<file path="config.mk">
export PLATFORM = sky130hd
export DESIGN_NAME = i2c_target
export DESIGN_NICKNAME = d
export VERILOG_FILES = /design/src/i2c_bus_pkg.sv /design/src/i2c_acq_pkg.sv /design/src/i2c_acq_fifo.sv /design/src/i2c_bus_monitor.sv /design/src/i2c_target.sv /design/src/i2c_target_fsm.sv
export SDC_FILE = /design/constraint.sdc
export NUM_CORES = 1
export LEC_CHECK = 0
export BUFFER_PORTS_ARGS = -buffer_cell sky130_fd_sc_hd__buf_4
export CAP_MARGIN = 40
export CELL_PAD_IN_SITES_DETAIL_PLACEMENT = 1
export CELL_PAD_IN_SITES_GLOBAL_PLACEMENT = 2
export CORE_MARGIN = 1.5
export CORE_UTILIZATION = 40
export CTS_CLUSTER_SIZE = 12
export DETAILED_ROUTE_END_ITERATION = 10
export PLACE_DENSITY = 0.74
export SLEW_MARGIN = 40
export SYNTH_ARGS = -nofsm -noshare
export SYNTH_HDL_FRONTEND = slang
export SYNTH_SLANG_ARGS = --single-unit
</file>
<file path="constraint.sdc">
create_clock -name clk_i -period 3.4 [get_ports clk_i]
set_input_delay 0.51 -clock clk_i [delete_from_list [all_inputs] [get_ports clk_i]]
set_output_delay 0.51 -clock clk_i [all_outputs]
set_load 0.01 [all_outputs]
</file>
<file path="src/i2c_bus_pkg.sv">
////////////////////
// Bus-side types for the I2C target
// Byte, address, bit index and hold counter widths
// Fixed SDA hold and Start/Stop filter timing
// Sampled bus record from the monitor to the FSM
////////////////////

package i2c_bus_pkg;

  // One byte as it travels on SDA
  typedef logic [7:0] i2c_byte_t;

  // A 7-bit target address, also used for its mask
  typedef logic [6:0] i2c_addr_t;

  // Bit slot within a byte, 0 to 7 for data and 8 for the ACK slot
  typedef logic [3:0] bit_idx_t;

  // Counts clk_i cycles for SDA hold and for the Start/Stop filter
  typedef logic [7:0] hold_cnt_t;

  // Cycles SDA is held after the SCL fall before the target moves it
  localparam int unsigned ThdDatCycles = 4;

  // Cycles SCL must stay high after an SDA edge to confirm Start or Stop
  localparam int unsigned CtrlHoldCycles = 5;

  // Slot index of the ACK or NACK bit
  localparam bit_idx_t AckBitIdx = 4'd8;

  // Levels and one-cycle event pulses seen on the bus
  typedef struct packed {
    logic scl;
    logic sda;
    logic scl_rise;
    logic scl_fall;
    logic start_det;
    logic stop_det;
  } bus_sample_t;

endpackage

</file>
<file path="src/i2c_acq_pkg.sv">
////////////////////
// Acquisition side of the I2C target
// Entry format codes and the packed FIFO entry
// FIFO depth, pointer and fill-level types
////////////////////

package i2c_acq_pkg;

  // Kind of event that an entry records
  typedef enum logic [2:0] {
    AcqStart    = 3'd0,
    AcqRestart  = 3'd1,
    AcqStop     = 3'd2,
    AcqData     = 3'd3,
    AcqNackStop = 3'd4
  } acq_fmt_e;

  // One FIFO entry, a format code plus the byte that goes with it
  typedef struct packed {
    acq_fmt_e               fmt;
    i2c_bus_pkg::i2c_byte_t data;
  } acq_entry_t;

  // Number of entries the FIFO holds, a power of two
  localparam int unsigned AcqDepth = 8;

  // Pointer width, the pointers wrap at AcqDepth on their own
  localparam int unsigned AcqPtrW = $clog2(AcqDepth);
  typedef logic [AcqPtrW-1:0] acq_ptr_t;

  // Fill level or free space, 0 to AcqDepth
  typedef logic [3:0] acq_cnt_t;

  // Slot that stays free for the closing Stop entry
  localparam int unsigned AcqReserve = 1;

endpackage

</file>
<file path="src/i2c_acq_fifo.sv">
////////////////////
// Acquisition FIFO
// Circular buffer with fill level and free space
////////////////////

`timescale 1ns/1ps

module i2c_acq_fifo (
  input  logic                    clk_i,
  input  logic                    rst_ni,
  input  logic                    wr_i,
  input  i2c_acq_pkg::acq_entry_t wdata_i,
  input  logic                    rd_i,
  output i2c_acq_pkg::acq_entry_t rdata_o,
  output i2c_acq_pkg::acq_cnt_t   depth_o,
  output i2c_acq_pkg::acq_cnt_t   free_o
);
  import i2c_acq_pkg::*;

  acq_entry_t mem_q [AcqDepth];
  acq_ptr_t   wr_ptr_q, rd_ptr_q;
  acq_cnt_t   count_q;

  always_ff @(posedge clk_i) begin
    if (wr_i) begin
      mem_q[wr_ptr_q] <= wdata_i;
    end
  end

  // Pointers wrap by overflow, the count tells full from empty
  always_ff @(posedge clk_i or negedge rst_ni) begin
    if (!rst_ni) begin
      wr_ptr_q <= '0;
      rd_ptr_q <= '0;
      count_q  <= '0;
    end else begin
      if (wr_i) begin
        wr_ptr_q <= wr_ptr_q + 1'b1;
      end
      if (rd_i) begin
        rd_ptr_q <= rd_ptr_q + 1'b1;
      end
      case ({wr_i, rd_i})
        2'b10:   count_q <= count_q + 1'b1;
        2'b01:   count_q <= count_q - 1'b1;
        default: count_q <= count_q;
      endcase
    end
  end

  // Head entry straight from the array
  assign rdata_o = mem_q[rd_ptr_q];
  assign depth_o = count_q;
  assign free_o  = acq_cnt_t'(AcqDepth) - count_q;

  // The writer's space rule must keep it off a full buffer
  NoWriteWhenFull_A: assert property (@(posedge clk_i) disable iff (!rst_ni)
    wr_i |-> (count_q != acq_cnt_t'(AcqDepth)))
    else $error("write to full acquisition FIFO");

  NoReadWhenEmpty_A: assert property (@(posedge clk_i) disable iff (!rst_ni)
    rd_i |-> (count_q != '0))
    else $error("read from empty acquisition FIFO");

endmodule

</file>
<file path="src/i2c_bus_monitor.sv">
////////////////////
// I2C bus monitor
// Pin sampling, SCL edge pulses and a filtered
// Start and Stop detector with one shared counter
////////////////////

`timescale 1ns/1ps

module i2c_bus_monitor (
  input  logic                     clk_i,
  input  logic                     rst_ni,
  input  logic                     scl_i,
  input  logic                     sda_i,
  output i2c_bus_pkg::bus_sample_t bus_o
);
  import i2c_bus_pkg::*;

  // Current sample and the one before it, an idle bus reads high
  logic scl_q, sda_q;
  logic scl_p, sda_p;

  // SDA moved while SCL stayed high over both samples
  logic start_trig, stop_trig;

  // A condition waits here until SCL has been high long enough
  logic      pend_start_q, pend_stop_q;
  hold_cnt_t ctrl_cnt_q;
  logic      hold_done;

  // Confirmed conditions, one cycle each
  logic start_q, stop_q;

  always_ff @(posedge clk_i or negedge rst_ni) begin
    if (!rst_ni) begin
      scl_q <= 1'b1;
      sda_q <= 1'b1;
      scl_p <= 1'b1;
      sda_p <= 1'b1;
    end else begin
      scl_q <= scl_i;
      sda_q <= sda_i;
      scl_p <= scl_q;
      sda_p <= sda_q;
    end
  end

  // A falling SDA under high SCL is a Start, a rising one is a Stop
  assign start_trig = scl_q && scl_p && sda_p && !sda_q;
  assign stop_trig  = scl_q && scl_p && !sda_p && sda_q;

  // The pending condition is accepted once the counter reaches the hold time
  assign hold_done = (pend_start_q || pend_stop_q) && scl_q &&
                     (ctrl_cnt_q == hold_cnt_t'(CtrlHoldCycles));

  ////////////////////
  // Start/Stop filter
  ////////////////////

  always_ff @(posedge clk_i or negedge rst_ni) begin
    if (!rst_ni) begin
      pend_start_q <= 1'b0;
      pend_stop_q  <= 1'b0;
      ctrl_cnt_q   <= '0;
      start_q      <= 1'b0;
      stop_q       <= 1'b0;
    end else begin
      start_q <= hold_done && pend_start_q;
      stop_q  <= hold_done && pend_stop_q;
      if (start_trig) begin
        // A new edge restarts the count and replaces the older condition
        pend_start_q <= 1'b1;
        pend_stop_q  <= 1'b0;
        ctrl_cnt_q   <= hold_cnt_t'(1);
      end else if (stop_trig) begin
        pend_start_q <= 1'b0;
        pend_stop_q  <= 1'b1;
        ctrl_cnt_q   <= hold_cnt_t'(1);
      end else if (hold_done || !scl_q) begin
        // Accepted, or SCL fell too early and this was a data edge
        pend_start_q <= 1'b0;
        pend_stop_q  <= 1'b0;
      end else if (pend_start_q || pend_stop_q) begin
        ctrl_cnt_q <= ctrl_cnt_q + 1'b1;
      end
    end
  end

  assign bus_o.scl       = scl_q;
  assign bus_o.sda       = sda_q;
  assign bus_o.scl_rise  = scl_q && !scl_p;
  assign bus_o.scl_fall  = !scl_q && scl_p;
  assign bus_o.start_det = start_q;
  assign bus_o.stop_det  = stop_q;

  // The FSM relies on never seeing both conditions in one cycle
  StartStopExclusive_A: assert property (@(posedge clk_i) disable iff (!rst_ni)
    !(bus_o.start_det && bus_o.stop_det))
    else $error("start_det and stop_det asserted together");

endmodule

</file>
<file path="src/i2c_target.sv">
////////////////////
// I2C target top level
// Bus monitor, state machine and acquisition FIFO
////////////////////

`timescale 1ns/1ps

module i2c_target (
  input  logic                    clk_i,
  input  logic                    rst_ni,
  input  logic                    scl_i,
  input  logic                    sda_i,
  input  i2c_bus_pkg::i2c_addr_t  addr0_i,
  input  i2c_bus_pkg::i2c_addr_t  mask0_i,
  input  i2c_bus_pkg::i2c_addr_t  addr1_i,
  input  i2c_bus_pkg::i2c_addr_t  mask1_i,
  input  logic                    tx_valid_i,
  input  i2c_bus_pkg::i2c_byte_t  tx_data_i,
  input  logic                    acq_rd_i,
  output logic                    sda_o,
  output logic                    tx_pop_o,
  output i2c_acq_pkg::acq_entry_t acq_entry_o,
  output i2c_acq_pkg::acq_cnt_t   acq_depth_o,
  output logic                    target_idle_o,
  output logic                    event_cmd_complete_o,
  output logic                    event_target_nack_o
);
  import i2c_bus_pkg::*;
  import i2c_acq_pkg::*;

  // Registered bus view, one cycle behind the pins
  bus_sample_t bus;

  // Entry write path and the space that gates it
  logic       acq_wr;
  acq_entry_t acq_wdata;
  acq_cnt_t   acq_free;

  i2c_bus_monitor u_monitor (
    .clk_i  (clk_i),
    .rst_ni (rst_ni),
    .scl_i  (scl_i),
    .sda_i  (sda_i),
    .bus_o  (bus)
  );

  i2c_target_fsm u_fsm (
    .clk_i                (clk_i),
    .rst_ni               (rst_ni),
    .bus_i                (bus),
    .addr0_i              (addr0_i),
    .mask0_i              (mask0_i),
    .addr1_i              (addr1_i),
    .mask1_i              (mask1_i),
    .tx_valid_i           (tx_valid_i),
    .tx_data_i            (tx_data_i),
    .acq_free_i           (acq_free),
    .sda_o                (sda_o),
    .tx_pop_o             (tx_pop_o),
    .acq_wr_o             (acq_wr),
    .acq_wdata_o          (acq_wdata),
    .target_idle_o        (target_idle_o),
    .event_cmd_complete_o (event_cmd_complete_o),
    .event_target_nack_o  (event_target_nack_o)
  );

  i2c_acq_fifo u_acq_fifo (
    .clk_i   (clk_i),
    .rst_ni  (rst_ni),
    .wr_i    (acq_wr),
    .wdata_i (acq_wdata),
    .rd_i    (acq_rd_i),
    .rdata_o (acq_entry_o),
    .depth_o (acq_depth_o),
    .free_o  (acq_free)
  );

endmodule

</file>
<file path="src/i2c_target_fsm.sv">
////////////////////
// I2C target state machine
// Bit counter, receive and transmit shift registers,
// address match, ACK decision, SDA drive with hold delay
// and acquisition entry writes
////////////////////

`timescale 1ns/1ps

module i2c_target_fsm (
  input  logic                     clk_i,
  input  logic                     rst_ni,
  input  i2c_bus_pkg::bus_sample_t bus_i,
  input  i2c_bus_pkg::i2c_addr_t   addr0_i,
  input  i2c_bus_pkg::i2c_addr_t   mask0_i,
  input  i2c_bus_pkg::i2c_addr_t   addr1_i,
  input  i2c_bus_pkg::i2c_addr_t   mask1_i,
  input  logic                     tx_valid_i,
  input  i2c_bus_pkg::i2c_byte_t   tx_data_i,
  input  i2c_acq_pkg::acq_cnt_t    acq_free_i,
  output logic                     sda_o,
  output logic                     tx_pop_o,
  output logic                     acq_wr_o,
  output i2c_acq_pkg::acq_entry_t  acq_wdata_o,
  output logic                     target_idle_o,
  output logic                     event_cmd_complete_o,
  output logic                     event_target_nack_o
);
  import i2c_bus_pkg::*;
  import i2c_acq_pkg::*;

  typedef enum logic [2:0] {
    Idle,
    AddrRead,
    AddrAck,
    TxBit,
    TxAck,
    RxByte,
    RxAck,
    WaitForStop
  } state_e;

  state_e    state_q, state_d;
  bit_idx_t  bit_idx_q;
  logic      bit_valid_q;
  i2c_byte_t rx_shift_q;
  i2c_byte_t tx_shift_q;
  logic      tx_used_q;
  logic      tx_load;
  logic      host_ack_q;
  hold_cnt_t hold_cnt_q;
  logic      hold_done;
  logic      sda_q, sda_next;

  // Transaction flags
  logic restart_q, restart_d;
  logic for_us_q, for_us_d;
  logic nack_q, nack_d;
  logic rw_q, rw_d;

  logic ack_slot;
  logic addr_match;
  logic space_ok;

  assign ack_slot = (bit_idx_q == AckBitIdx);

  // Either masked address may claim the transfer
  assign addr_match = ((rx_shift_q[7:1] & mask0_i) == addr0_i) ||
                      ((rx_shift_q[7:1] & mask1_i) == addr1_i);

  // Accepting a byte must still leave room for the Stop entry
  assign space_ok = (acq_free_i > acq_cnt_t'(AcqReserve));

  ////////////////////
  // Bit tracking
  ////////////////////

  // The first SCL fall after a Start closes the Start itself and is not a bit
  always_ff @(posedge clk_i or negedge rst_ni) begin
    if (!rst_ni) begin
      bit_idx_q   <= '0;
      bit_valid_q <= 1'b0;
    end else if (bus_i.start_det) begin
      bit_idx_q   <= '0;
      bit_valid_q <= 1'b0;
    end else if (bus_i.scl_fall) begin
      bit_valid_q <= 1'b1;
      if (bit_valid_q) begin
        bit_idx_q <= ack_slot ? bit_idx_t'(0) : bit_idx_q + 1'b1;
      end
    end
  end

  // Data bits enter MSB first on each SCL rise outside the ACK slot
  always_ff @(posedge clk_i) begin
    if (bus_i.scl_rise && !ack_slot) begin
      rx_shift_q <= {rx_shift_q[6:0], bus_i.sda};
    end
  end

  // The host pulls SDA low in the ACK slot to ask for another byte
  always_ff @(posedge clk_i or negedge rst_ni) begin
    if (!rst_ni) begin
      host_ack_q <= 1'b0;
    end else if (bus_i.scl_rise && ack_slot) begin
      host_ack_q <= !bus_i.sda;
    end
  end

  // Read data shifts out MSB first, an empty source sends all ones
  always_ff @(posedge clk_i) begin
    if (tx_load) begin
      tx_shift_q <= tx_valid_i ? tx_data_i : 8'hFF;
    end else if (hold_done && (state_q == TxBit)) begin
      tx_shift_q <= {tx_shift_q[6:0], 1'b1};
    end
  end

  ////////////////////
  // SDA drive
  ////////////////////

  // Every SCL fall starts the hold delay, SDA may move when it expires
  always_ff @(posedge clk_i or negedge rst_ni) begin
    if (!rst_ni) begin
      hold_cnt_q <= '0;
    end else if (bus_i.scl_fall) begin
      hold_cnt_q <= hold_cnt_t'(ThdDatCycles);
    end else if (hold_cnt_q != '0) begin
      hold_cnt_q <= hold_cnt_q - 1'b1;
    end
  end

  assign hold_done = (hold_cnt_q == hold_cnt_t'(1));

  // Low for an ACK, the current bit while sending, released otherwise
  always_comb begin
    unique case (state_q)
      AddrAck, RxAck: sda_next = !ack_slot;
      TxBit:          sda_next = tx_shift_q[7];
      default:        sda_next = 1'b1;
    endcase
  end

  always_ff @(posedge clk_i or negedge rst_ni) begin
    if (!rst_ni) begin
      sda_q <= 1'b1;
    end else if (bus_i.stop_det) begin
      sda_q <= 1'b1;
    end else if (hold_done) begin
      sda_q <= sda_next;
    end
  end

  assign sda_o = sda_q;

  ////////////////////
  // State machine
  ////////////////////

  always_ff @(posedge clk_i or negedge rst_ni) begin
    if (!rst_ni) begin
      state_q   <= Idle;
      restart_q <= 1'b0;
      for_us_q  <= 1'b0;
      nack_q    <= 1'b0;
      rw_q      <= 1'b0;
      tx_used_q <= 1'b0;
    end else begin
      state_q   <= state_d;
      restart_q <= restart_d;
      for_us_q  <= for_us_d;
      nack_q    <= nack_d;
      rw_q      <= rw_d;
      if (tx_load) begin
        tx_used_q <= tx_valid_i;
      end
    end
  end

  always_comb begin
    state_d              = state_q;
    restart_d            = restart_q;
    for_us_d             = for_us_q;
    nack_d               = nack_q;
    rw_d                 = rw_q;
    tx_load              = 1'b0;
    tx_pop_o             = 1'b0;
    acq_wr_o             = 1'b0;
    acq_wdata_o          = '{fmt: AcqData, data: '0};
    event_cmd_complete_o = 1'b0;
    event_target_nack_o  = 1'b0;

    unique case (state_q)
      Idle: begin
        restart_d = 1'b0;
        for_us_d  = 1'b0;
        nack_d    = 1'b0;
      end
      // The address byte is complete in the first cycle of the ACK slot
      AddrRead: begin
        if (ack_slot) begin
          if (!addr_match) begin
            state_d = WaitForStop;
          end else if (!space_ok) begin
            // Ours, but no room, so NACK and keep no record
            event_target_nack_o = 1'b1;
            state_d             = WaitForStop;
          end else begin
            acq_wr_o         = 1'b1;
            acq_wdata_o.fmt  = restart_q ? AcqRestart : AcqStart;
            acq_wdata_o.data = rx_shift_q;
            for_us_d         = 1'b1;
            rw_d             = rx_shift_q[0];
            state_d          = AddrAck;
          end
        end
      end
      // Leave once the ACK slot has ended
      AddrAck: begin
        if (bit_idx_q == '0) begin
          if (rw_q) begin
            tx_load = 1'b1;
            state_d = TxBit;
          end else begin
            state_d = RxByte;
          end
        end
      end
      TxBit: begin
        if (ack_slot) begin
          tx_pop_o = tx_used_q;
          state_d  = TxAck;
        end
      end
      // A host NACK ends the read
      TxAck: begin
        if (bit_idx_q == '0) begin
          if (host_ack_q) begin
            tx_load = 1'b1;
            state_d = TxBit;
          end else begin
            state_d = WaitForStop;
          end
        end
      end
      RxByte: begin
        if (ack_slot) begin
          if (space_ok) begin
            acq_wr_o         = 1'b1;
            acq_wdata_o.data = rx_shift_q;
            state_d          = RxAck;
          end else begin
            nack_d              = 1'b1;
            event_target_nack_o = 1'b1;
            state_d             = WaitForStop;
          end
        end
      end
      RxAck: begin
        if (bit_idx_q == '0) begin
          state_d = RxByte;
        end
      end
      WaitForStop: begin
        state_d = WaitForStop;
      end
      default: begin
        state_d = Idle;
      end
    endcase

    // Bus conditions take over from any state
    if (bus_i.stop_det) begin
      state_d              = Idle;
      event_cmd_complete_o = for_us_q;
      acq_wr_o             = for_us_q;
      acq_wdata_o          = '{fmt: nack_q ? AcqNackStop : AcqStop, data: '0};
    end else if (bus_i.start_det) begin
      state_d   = AddrRead;
      restart_d = (state_q != Idle);
    end
  end

  assign target_idle_o = (state_q == Idle);

  // The hold delay keeps every SDA change inside the SCL low phase
  SdaStableSclHigh_A: assert property (@(posedge clk_i) disable iff (!rst_ni)
    (bus_i.scl && $past(bus_i.scl) && (state_q != Idle)) |-> $stable(sda_o))
    else $error("sda_o changed while SCL was high");

endmodule

</file>
# Word level (Yosys, flattened, before mapping)
# Memory sizes are Yosys's and may differ from the RTL's.
# Cells that the tools add are included.
[totals] inputBits=42 elab_cells=186 n_memories=1 ram_bits=88 reg_bits=65 out_inout_bits=20
[mem_list] name="u_acq_fifo.mem_q" depth=8 word_bits=11 rd=1 rd_ports_with_merged_regs=0 wr=1 line="i2c_acq_fifo.sv:20" text="acq_entry_t mem_q [AcqDepth];"
[op_classes] addsub=8 eq_ne=26 n_reduce_logical=44 mux=79 bitwise=2 n_lt_le_gt_ge=1
[op_table] cell="$mux W8" count=11
[op_table] cell="$mux W11" count=4
[op_table] cell="$mux W3" count=14
[op_table] cell="$mux W1" count=37
[op_table] cell="$ne A4 B3 Y1 const B" count=6
[op_table] cell="$pmux W3 S7" count=1
[op_table] cell="$mux W4" count=4
[op_table] cell="$pmux W8 S2" count=1
[op_table] cell="$reduce_bool A2 Y1" count=8
[op_table] cell="$and A7 B7 Y7" count=2
[op_table] cell="$eq A7 B7 Y1" count=2
[op_table] cell="$logic_and A1 B1 Y1" count=14
[op_table] cell="$eq A3 B3 Y1 const B" count=4
[op_table] cell="$pmux W1 S2" count=6
[op_table] cell="$reduce_bool A3 Y1" count=3
[op_table] cell="$reduce_bool A9 Y1" count=1
[op_table] cell="$add A4 B1 Y4 const B" count=2
[op_table] cell="$add A8 B1 Y8 const B" count=1
[op_table] cell="$eq A8 B1 Y1 const B" count=1
[op_table] cell="$eq A8 B3 Y1 const B" count=1
[op_table] cell="$ne A2 B1 Y1 const B" count=4
[op_table] cell="$pmux W4 S2" count=1
[op_table] cell="$reduce_and A4 Y1" count=2
[op_table] cell="$reduce_bool A8 Y1" count=1
[op_table] cell="other kinds (20)" count=29

# Logic depth before layout (Yosys ltp)
# Gate-level depths: netlist (run 1).
[logic_depth] word_depth=9 ltp_mapped=16 ltp_nobuf=14

# Modules after synthesis
# From an unflattened synthesis (run 1), not the netlist that was laid out.
[hier_totals] hier_cells=508 area_unflattened_um2=7004.2
[modules_own_cells] mod="i2c_acq_fifo" n_inst=1 cells_per_inst=187 seq_area_each_um2=2892.8 area_each_um2=3903.7
[modules_own_cells] mod="i2c_target_fsm" n_inst=1 cells_per_inst=244 seq_area_each_um2=1057.3 area_each_um2=2247.2
[modules_own_cells] mod="i2c_bus_monitor" n_inst=1 cells_per_inst=77 seq_area_each_um2=405.4 area_each_um2=853.3

# Worst setup path after synthesis (run 1)
# Ideal clock, no wire load.
[synth_timing] path_type="register to register" from="register u_acq_fifo.count_q[1] (netlist: u_acq_fifo.depth_o[1])" to="memory u_acq_fifo.mem_q[0][0] in the netlist's numbering, enable pin" slack_ns=0.236 t_required_ns=2.983 path_stages_with_launch=6 setup_ns=0.417 path_buffers=0 period_less_slack_ns=3.164 arrival_time_ns=2.747 cell_sequence="dfrtp_1 and4b_1 a211oi_2 and3_1 o31ai_1 a2111oi_1"
[synth_between] elab_chain_len=9 elab_cells_between_ends=10 cone_classes="add/sub (1); order compare (1); mux (8)"
[synth_lines] item="start: declaration" line="i2c_acq_fifo.sv:22" text="acq_cnt_t count_q;"
[synth_lines] item="start signal: assignment" line="i2c_acq_fifo.sv:44" text="2'b10: count_q <= count_q + 1'b1;"
[synth_lines] item="start signal: assignment" line="i2c_acq_fifo.sv:45" text="2'b01: count_q <= count_q - 1'b1;"
[synth_lines] item="start signal: assignment" line="i2c_acq_fifo.sv:46" text="default: count_q <= count_q;"
[synth_lines] item="$sub A4 B4 Y4 *" line="i2c_acq_fifo.sv:54" text="assign free_o = acq_cnt_t'(AcqDepth) - count_q;"
[synth_lines] item="$gt A4 B1 Y1 *" line="i2c_target_fsm.sv:72" text="assign space_ok = (acq_free_i > acq_cnt_t'(AcqReserve));"
[synth_lines] item="$mux W1 *" line="i2c_target_fsm.sv:205, i2c_target_fsm.sv:249"
[synth_lines] item="$mux W1" line="i2c_target_fsm.sv:203" text="if (!addr_match) begin"
[synth_lines] item="$mux W1" line="i2c_target_fsm.sv:202" text="if (ack_slot) begin"
[synth_lines] item="$pmux W1 S2 *" line="i2c_target_fsm.sv:194" text="unique case (state_q)"
[synth_lines] item="$mux W1 *" line="i2c_target_fsm.sv:274" text="if (bus_i.stop_det) begin"
[synth_lines] item="$mux W1 *" line="i2c_acq_fifo.sv:25" text="if (wr_i) begin"
[synth_lines] item="$mux W1 (implied by the code) *" line="i2c_acq_fifo.sv:26" text="mem_q[wr_ptr_q] <= wdata_i;"
[synth_lines] item="end: declaration" line="i2c_acq_fifo.sv:20"
# Every way passes the cells marked *; elsewhere a longest branch is shown, timed or not.

# Worst setup path after layout (run 1)
[layout_timing] from="register u_fsm.rx_shift_q[1]" to="register u_acq_fifo.count_q[2] (netlist: u_acq_fifo.depth_o[2])"
[layout_between] elab_chain_len=9 elab_cells_between_ends=13 cone_classes="eq/ne (4); mux (5); bitwise (2); reduce/logical (2)"
[layout_lines] item="start: declaration" line="i2c_target_fsm.sv:46" text="i2c_byte_t rx_shift_q;"
[layout_lines] item="start signal: assignment" line="i2c_target_fsm.sv:97" text="rx_shift_q <= {rx_shift_q[6:0], bus_i.sda};"
[layout_lines] item="$and A7 B7 Y7 (on tied branches)" line="i2c_target_fsm.sv:68, i2c_target_fsm.sv:69"
[layout_lines] item="$eq A7 B7 Y1 (on tied branches)" line="i2c_target_fsm.sv:68, i2c_target_fsm.sv:69"
[layout_lines] item="$logic_or A1 B1 Y1 *" line="i2c_target_fsm.sv:68" text="assign addr_match = ((rx_shift_q[7:1] & mask0_i) == addr0_i) ||"
[layout_lines] item="$mux W1 *" line="i2c_target_fsm.sv:203"
[layout_lines] item="$mux W1 *" line="i2c_target_fsm.sv:202"
[layout_lines] item="$pmux W1 S2 *" line="i2c_target_fsm.sv:194"
[layout_lines] item="$mux W1 *" line="i2c_target_fsm.sv:274"
[layout_lines] item="$eq A2 B1 Y1 / $eq A2 B2 Y1 (equally long branches)" line="i2c_acq_fifo.sv:43" text="case ({wr_i, rd_i})"
[layout_lines] item="$pmux W4 S2 / $reduce_bool A2 Y1 (equally long branches)"
# Marked as above.
# A chain may end at the register's enable or synchronous reset.

==> results of run 1 <==
## state kept, by name (all words and copies together) (netlist names), 3 cells and up
| register | flops |
|---|---|
| u_acq_fifo.depth_o | 4 |
| u_acq_fifo.mem_q | 88 |
| u_acq_fifo.rd_ptr_q | 3 |
| u_acq_fifo.wr_ptr_q | 3 |
| u_fsm.bit_idx_q | 4 |
| u_fsm.hold_cnt_q | 8 |
| u_fsm.rx_shift_q | 8 |
| u_fsm.state_q | 3 |
| u_fsm.tx_shift_q | 8 |
| u_monitor.ctrl_cnt_q | 8 |
## final cells by class
cell class / instances / area (µm²) / area share (%)
Clock buffer: 17 / 425 / 5.03
Clock inverter: 15 / 196 / 2.32
Inverter: 22 / 82.6 / 0.976
Multi-Input combinational cell: 308 / 2520 / 29.7
Sequential cell: 153 / 4360 / 51.5
Tap cell: 225 / 282 / 3.33
Timing Repair Buffer: 80 / 601 / 7.10
## logic make-up after synthesis
family                     after synthesis  share of synthesized area (%)
muxes                                   41                           10.1
and+or+nand+nor                        148                           11.5
AOI/OAI and AO/OA                       88                           9.30
DFF                                    153                           62.0
buffers and inverters                   42                           2.62
xor gates and xnor gates                20                           2.49
adders and majority gates               11                           1.96
## through the flow
stage	hold WS, ps	total power, µW	cell area [µm²]	setup slack [ps]
4_1_cts	140	6050	8460	350
3_3_place_gp	405	3980	7840	331
2_1_floorplan	214	3480	7020	236
3_5_place_dp	404	4040	7840	235
6_report	118	5970	8460	399
5_1_grt	163	6300	8460	155
## layer usage
metal,vias up,global-route usage (%),share of wire [%]
li1,2090,-,-
met1,2289,23.0,42
met2,50,34.0,54
met3,17,4.04,2.6
met4,0,4.66,1.1
met5,-,0,0
## worst max path at each step
stage | from | to | slack (ps) | cells past startpoint
3_3_place_gp | mask1_i[0] | u_acq_fifo.depth_o[2] | 330 | 13
3_5_place_dp | mask1_i[0] | u_acq_fifo.depth_o[2] | 240 | 13
4_1_cts | u_fsm.rx_shift_q[1] | u_acq_fifo.depth_o[2] | 350 | 12
6_report | u_fsm.rx_shift_q[1] | u_acq_fifo.depth_o[2] | 400 | 12
5_1_grt | u_fsm.rx_shift_q[3] | u_acq_fifo.depth_o[2] | 160 | 12
2_1_floorplan | u_acq_fifo.depth_o[1] | u_acq_fifo.mem_q[0][0] | 240 | 5
## cells in the final DEF (no fill, tap or decap), types with 5 or more instances in the layout
master	netlist	routed
nor3_1	8	8
and3_1	14	14
edfxtp_1	104	104
clkbuf_16	0	17
inv_6	0	8
nand2_1	20	20
o21ai_0	9	9
ha_1	11	11
mux4_2	22	22
dfrtp_1	44	44
a21oi_1	28	28
inv_1	21	21
nand3b_1	5	5
xnor2_1	7	7
a31oi_1	8	8
nand4_1	5	5
buf_4	1	80
xor2_1	13	13
nand3_1	9	9
dfstp_2	5	5
nor2_1	41	41
and2_1	11	11
mux2_2	14	14
## power by group
| group | internal (µW) | switching, µW |
|---|---|---|
| Sequential | 2170 | 302 |
| Combinational | 774 | 732 |
| Clock | 1180 | 807 |
| Total | 4130 | 1840 |
## critical path, stage by stage, from the launching register on
cell and delay (ps):
edfxtp_1 500, a21oi_1 200, o211ai_2 120, or4_4 610, a31oi_4 220, nor2_1 90
ha_1 270, xor2_1 170, ha_1 190, a21oi_1 140, xor2_1 170, nor2_1 70
xor2_1 140
==> out/metrics.cfg, run 1 <==
[pwr]
pwr_density_cell_mw_per_mm2 = 706
peakVddDrop_mv = 0.355
power.leakage_uw = 0.00329

[routing]
antenna_left = 0
firstDrtPassIters = 6
vias = 4446
first_iter_violations = 150
routed_wl_um = 15800
vias_per_cell = 5.42
drc_errors = 0
drt-wirelength-per-cell_um = 19.2

[worst_setup_path]
rr_endpoint = u_acq_fifo.depth_o[2]
worst_setup_path_start_kind = flop
worstPathArrival_ps = 3310
r2r_start = u_fsm.rx_shift_q[1]
end_kind = flop
required_ps = 3710
critPathMaxFanout = 6
rrSetupSlack_ps = 400
reg2regPathDepth = 12
path_class = flop to flop

[logic_synthesis]
yosysUniqueCellTypes = 72
syn_avg_cell_area_um2 = 14.0
yosysTopAreaCell = edfxtp_1
synthTopCellsByCount = edfxtp_1, dfrtp_1, nor2_1, a21oi_1, mux4_2
async_flop_share_pct = 32.0
yosys_warnings = 0
synth_edf_count = 104
synth_cells = 503
synth_seq_cells = 153
netlist_area_mm2 = 0.00702
yosysMostFrequentCell = edfxtp_1
synth_ff_type = edfxtp_1
synth-seq-area-share_pct = 62.0
ys_top_cells_by_area = edfxtp_1, dfrtp_1, mux4_2
synth_top_area_share_pct = 44.5
postSynthNetCount = 556

[timing]
slew_headroom_pct = 46.0
setup_violations = 0
finalClockSkew_ps = 8.85
rsz0062_at_grt = no
setup_tns_ps = 0
period_minus_slack_ps = 3000
worst_slew_pin_slew_ps = 803
hold_viol = 0
finalCritPeriodShare_pct = 88.3
drv_slew = 0
fmax_mhz = 333

[global_routing]
grt_pass1_wl_um = 26000
antenna_found_initial = 0
grt_pass1_vias = 4865
grt_max_degree = 50
grt.overflow.total = 0
grtUsageTotal_pct = 18.8

[layout]
final_cell_count_no_fill = 820
fillers = 1724
area_growth_pct = 20.4
num_antenna_cells = 0
drive_gt1_share_pct = 29.4
utilization_pct = 49.1
final_nets = 635

[die]
die_w_um = 136
ios = 62
die_y_um = 136
coreArea_mm2 = 0.0172
start_util_pct = 40.7
dieArea_mm2 = 0.0184
core.rowCount = 48

[hold_path]
min_path_type = input port to asynchronous set/reset pin

[clocking]
clock_latency_ps = 420
cts_tree = done
cts.path.max_buffers = 2
numCtsBuffers = 17
h-tree-depth = 4
cts_root_buf = clkbuf_16
holdBufCountCts = 0
clkTransAtPathRegs_ps = 70
clock_sinks = 153
post_cts_buffers = 0
cts_resized = 0

[flow_run]
drv_cap = 0

[place]
dpl.hpwl_um = 10600
gp_congestion = 0.767
placedCellCount = 788
numPortBuffers = 61

[run_status]
status = finished clean

Power figures use the tool's default switching activity.
==> inputs of run 2 (changes only) <==
ABC_CLOCK_PERIOD_IN_PS = 3400   (was not set)
CORE_MARGIN = 5   (was 1.5)
==> out/metrics.cfg, run 2 (synthesized netlist as in run 1, its figures left out) <==
[timing]
setup_violations = 0  ; unchanged
slew_headroom_pct = 45.7  ; -0.26 points
hold_ws_ps = 121  ; +3.82 ps
period_minus_slack_ps = 3010  ; +14.2 ps
worst_slew_pin_slew_ps = 807  ; +3.39 ps
drv_slew = 0  ; unchanged
setup_tns_ps = 0  ; unchanged
rsz0062_at_grt = no
finalCritPeriodShare_pct = 88.7  ; +0.42 points
finalClockSkew_ps = 11.0  ; +2.10 ps
hold_viol = 0  ; unchanged
fmax_mhz = 332  ; -0.47%

[pwr]
power.leakage_uw = 0.00325  ; -1.2%
pwr_density_cell_mw_per_mm2 = 690  ; -2.2%
peakVddDrop_mv = 0.396  ; +11%

[clocking]
cts_resized = 0  ; unchanged
clkTransAtPathRegs_ps = 70  ; about the same
numCtsBuffers = 17  ; unchanged
cts_root_buf = clkbuf_16
cts_tree = done
post_cts_buffers = 0  ; unchanged
cts.path.max_buffers = 2  ; unchanged
holdBufCountCts = 0  ; unchanged
h-tree-depth = 4  ; unchanged
clock_latency_ps = 430  ; about the same
clock_sinks = 153  ; unchanged

[global_routing]
grt_pass1_wl_um = 26000  ; about the same
grt_pass1_vias = 4885  ; +0.41%
antenna_found_initial = 0  ; unchanged
grt.overflow.total = 0  ; unchanged
grtUsageTotal_pct = 16.8  ; -2.1 points
grt_max_degree = 50  ; unchanged

[worst_setup_path]
crit_buf_inv = 0  ; unchanged
end_kind = flop
required_ps = 3710  ; about the same
max_stage_delay_ps = 610  ; about the same
path_class = flop to flop
critical-path-top-delay-family = simple AND/OR/NAND/NOR gates
crit_path_frequent_cell = xor2_1
reg2regPathDepth = 12  ; unchanged
path_depth = 12  ; unchanged
path_cells = a21oi_1, o211ai_2, or4_4, a31oi_4, nor2_1, ha_1, xor2_1, ha_1, a21oi_1, xor2_1, nor2_1, xor2_1
critPathMaxFanout = 6  ; unchanged
worstPathArrival_ps = 3320  ; about the same
crit_path_top_delay_cell = or4_4
worst_setup_path_start_kind = flop

[place]
numPortBuffers = 61  ; unchanged
dpl.hpwl_um = 11100  ; +5.2%
gp_congestion = 0.813  ; +6.1%

[routing]
first_iter_violations = 158  ; +5.3%
vias = 4478  ; +0.72%
drc_errors = 0  ; unchanged
routed_wl_um = 16100  ; +2.4%
firstDrtPassIters = 4  ; -2
drt-wirelength-per-cell_um = 19.7  ; +2.5%
vias_per_cell = 5.47  ; +0.84%
antenna_left = 0  ; unchanged

[die]
ios = 62  ; unchanged
dieArea_mm2 = 0.0203  ; +11%
start_util_pct = 40.7  ; unchanged
die_y_um = 143  ; +5.2%
die_w_um = 143  ; +5.2%
core.rowCount = 48  ; unchanged
coreArea_mm2 = 0.0172  ; unchanged

[layout]
mostFrequentLayoutCells = edfxtp_1, buf_4, dfrtp_1, nor2_1, a21oi_1
largest_register = u_acq_fifo.mem_q
layout_commonest_cell = edfxtp_1
area_growth_pct = 19.5
largest_reg_flops = 88  ; unchanged
final_nets = 634  ; -0.16%
num_antenna_cells = 0  ; unchanged
fillers = 1744  ; +1.2%
drive_gt1_share_pct = 29.0  ; -0.46 points

[run_status]
status = finished clean

[flow_run]
drv_cap = 0  ; unchanged

[hold_path]
min_path_type = input port to asynchronous set/reset pin

[run 2: path summary, 6_finish.rpt]
path,startpoint,endpoint,slack (ps)
min,rst_ni,u_fsm.hold_cnt_q[2],120
max in group asynchronous,rst_ni,u_monitor.start_q,2840
min reg2reg,u_monitor.sda_q,u_monitor.sda_p,420
min in group clk_i,sda_i,u_monitor.sda_q,190
max reg2reg,u_fsm.rx_shift_q[1],u_acq_fifo.depth_o[2],390
max,u_fsm.rx_shift_q[1],u_acq_fifo.depth_o[2],390
[run 2: layer usage]
metal | vias up | track usage, % | wire (µm)
met5 | - | 0 | 0
met3 | 21 | 4.13 | 481
li1 | 2097 | - | -
met2 | 55 | 30.6 | 8940
met1 | 2305 | 19.4 | 6490
met4 | 0 | 5.20 | 230
[run 2: where the power goes]
part           internal, µW  total (µW)  switching, µW
logic                   762        1490            725
clock network          1030        1830            802
registers              2170        2480            306
[run 2: cell type report]
cell class,count,area [µm²],share of cell area (%)
inverter,22,82.6,0.984
clock buffer,18,429,5.11
tap,225,282,3.35
multi-input combinational,308,2520,30.0
timing repair buffer,79,593,7.06
clock inverter,14,138,1.64
sequential,153,4360,51.9
[run 2: worst register-to-register path, stage by stage, from the launching register on]
cell and delay [ps]:
edfxtp_1 490, a21oi_1 210, o211ai_2 130, or4_4 610
a31oi_4 220, nor2_1 90, ha_1 270, xor2_1 170
ha_1 190, a21oi_1 140, xor2_1 160, nor2_1 70
xor2_1 140
[run 2: stage by stage]
| step | cell area (µm²) | cells | util (%) | setup WS [ps] | power [µW] |
|---|---|---|---|---|---|
| 4_1_cts | 8400 | 819 | 48.7 | 350 | 5880 |
| 3_5_place_dp | 7830 | 787 | 45.4 | 258 | 4040 |
| 2_1_floorplan | 7020 | 503 | - | 236 | 3480 |
| 3_3_place_gp | 7830 | 787 | 45.4 | 335 | 3970 |
| 5_1_grt | 8400 | 819 | 48.7 | 215 | 6150 |
| 6_report | 8400 | 819 | 48.7 | 385 | 5790 |
==> inputs of run 3 (changes only) <==
REMOVE_ABC_BUFFERS = 1   (was not set)
==> out/metrics.cfg, run 3 (synthesized netlist as in run 1, its figures left out) <==
[run_status]
status = finished clean

[timing]
finalClockSkew_ps = 8.70  ; -2.25 ps
worst_slew_pin_slew_ps = 732  ; -75.2 ps
drv_slew = 0  ; unchanged
slew_headroom_pct = 51.2  ; +5.5 points
fmax_mhz = 333  ; +0.51%
hold_ws_ps = 106  ; -14.8 ps
period_minus_slack_ps = 3000  ; -15.3 ps
setup_tns_ps = 0  ; unchanged
finalCritPeriodShare_pct = 88.2  ; -0.45 points
rsz0062_at_grt = no
setup_violations = 0  ; unchanged
hold_viol = 0  ; unchanged

[place]
numPortBuffers = 61  ; unchanged
dpl.hpwl_um = 10800  ; -3.0%
gp_congestion = 0.738  ; -9.2%
placedCellCount = 785  ; -0.25%
place_area_mm2 = 0.00781  ; -0.19%

[flow_run]
drv_cap = 0  ; unchanged

[worst_setup_path]
end_kind = flop
path_class = flop to flop
critPathMaxFanout = 6  ; unchanged
worstPathArrival_ps = 3310  ; about the same
crit_path_frequent_cell = xor2_1
crit_start = u_fsm.rx_shift_q[1]
required_ps = 3710  ; about the same
path_cells = a21oi_1, o211ai_2, or4_4, a31oi_4, nor2_1, ha_1, xor2_1, ha_1, a21oi_1, xor2_1, nor2_1, xor2_1
worst_setup_path_start_kind = flop
r2r_start = u_fsm.rx_shift_q[1]
max_stage_delay_ps = 600  ; about the same
crit_path_top_delay_cell = or4_4

[clocking]
cts_resized = 0  ; unchanged
h-tree-depth = 4  ; unchanged
post_cts_buffers = 0  ; unchanged
numCtsBuffers = 17  ; unchanged
cts_root_buf = clkbuf_16
cts_tree = done
cts.path.max_buffers = 2  ; unchanged
clock_latency_ps = 420  ; about the same
holdBufCountCts = 0  ; unchanged
clkTransAtPathRegs_ps = 70  ; about the same
clock_sinks = 153  ; unchanged

[pwr]
power.leakage_uw = 0.00326  ; about the same
peakVddDrop_mv = 0.346  ; -13%
pwr_density_cell_mw_per_mm2 = 698  ; +1.2%

[layout]
largest_reg_flops = 88  ; unchanged
fin_area_mm2 = 0.00843  ; +0.39%
final_cell_count_no_fill = 817  ; -0.24%
final_nets = 632  ; -0.32%
largest_register = u_acq_fifo.mem_q
mostFrequentLayoutCells = edfxtp_1, buf_4, dfrtp_1, nor2_1, a21oi_1
layout_commonest_cell = edfxtp_1
drive_gt1_share_pct = 29.4  ; +0.44 points
area_growth_pct = 20.0
utilization_pct = 48.9  ; +0.19 points
num_antenna_cells = 0  ; unchanged
fillers = 1732  ; -0.69%

[routing]
drc_errors = 0  ; unchanged
firstDrtPassIters = 4  ; unchanged
vias_per_cell = 5.45  ; -0.40%
routed_wl_um = 15800  ; -2.1%
drt-wirelength-per-cell_um = 19.3  ; -1.9%
first_iter_violations = 151  ; -4.4%
antenna_left = 0  ; unchanged
vias = 4449  ; -0.65%

[die]
die_y_um = 143  ; unchanged
core.rowCount = 48  ; unchanged
die_w_um = 143  ; unchanged
ios = 62  ; unchanged
coreArea_mm2 = 0.0172  ; unchanged
start_util_pct = 40.7  ; unchanged
dieArea_mm2 = 0.0203  ; unchanged

[hold_path]
min_path_type = input port to asynchronous set/reset pin

[global_routing]
grt_max_degree = 50  ; unchanged
grtUsageTotal_pct = 16.4  ; -0.39 points
grt_pass1_vias = 4889  ; +0.082%
use_met2_pct = 29.6  ; -0.94 points
grt_pass1_wl_um = 25900  ; -0.63%
busiest_layer = met2
grt_use_met1_pct = 19.5  ; +0.097 points
grt.overflow.total = 0  ; unchanged
use_met3_pct = 3.06  ; -1.1 points
antenna_found_initial = 0  ; unchanged

## run 3: metal layers
metal  vias up  part of all wire, %
li1       2084                    -
met1      2285                   41
met2        58                   55
met3        22                  2.4
met4         0                  1.7
met5         -                    0
## run 3: worst paths after layout
check | to | slack [ps] | cells after the start
hold / removal | u_monitor.ctrl_cnt_q[1] | 110 | 1
setup reg to reg | u_acq_fifo.depth_o[2] | 400 | 12
setup / recovery | u_acq_fifo.depth_o[2] | 400 | 12
max in group asynchronous | u_fsm.hold_cnt_q[4] | 2840 | 1
min in group clk_i | u_monitor.sda_q | 190 | 1
hold reg to reg | u_monitor.scl_p | 410 | 0
## run 3: final cells by class
type / instances / area, µm² / share of cell area [%]
flip-flops and latches: 153 / 4360 / 51.7
multi-input cells: 308 / 2530 / 30.0
repair buffers: 77 / 578 / 6.86
clock buffers: 17 / 425 / 5.05
well taps: 225 / 282 / 3.34
clock inverters: 15 / 178 / 2.11
inverters: 22 / 82.6 / 0.980
## run 3: per-stage QoR
| step | total power [µW] | setup WS, ps |
|---|---|---|
| floorplan | 3440 | 236 |
| global placement | 3960 | 330 |
| detailed placement | 4020 | 268 |
| CTS | 5960 | 371 |
| global route | 6240 | 168 |
| finish | 5880 | 400 |
## run 3: power breakdown
part           internal, µW  switching, µW  leakage [µW]
clock network          1110            817      0.000288
logic                   758            743       0.00136
registers              2170            284       0.00161
## run 3: critical path: cells and delay by family (launching register included)
family / cells / cell delay (ps)
AO/OA/AOI/OAI: 4 / 680
XOR/XNOR: 3 / 470
adder cells (fa/ha/maj): 2 / 470
flip-flops: 1 / 490
AND/OR/NAND/NOR: 3 / 750
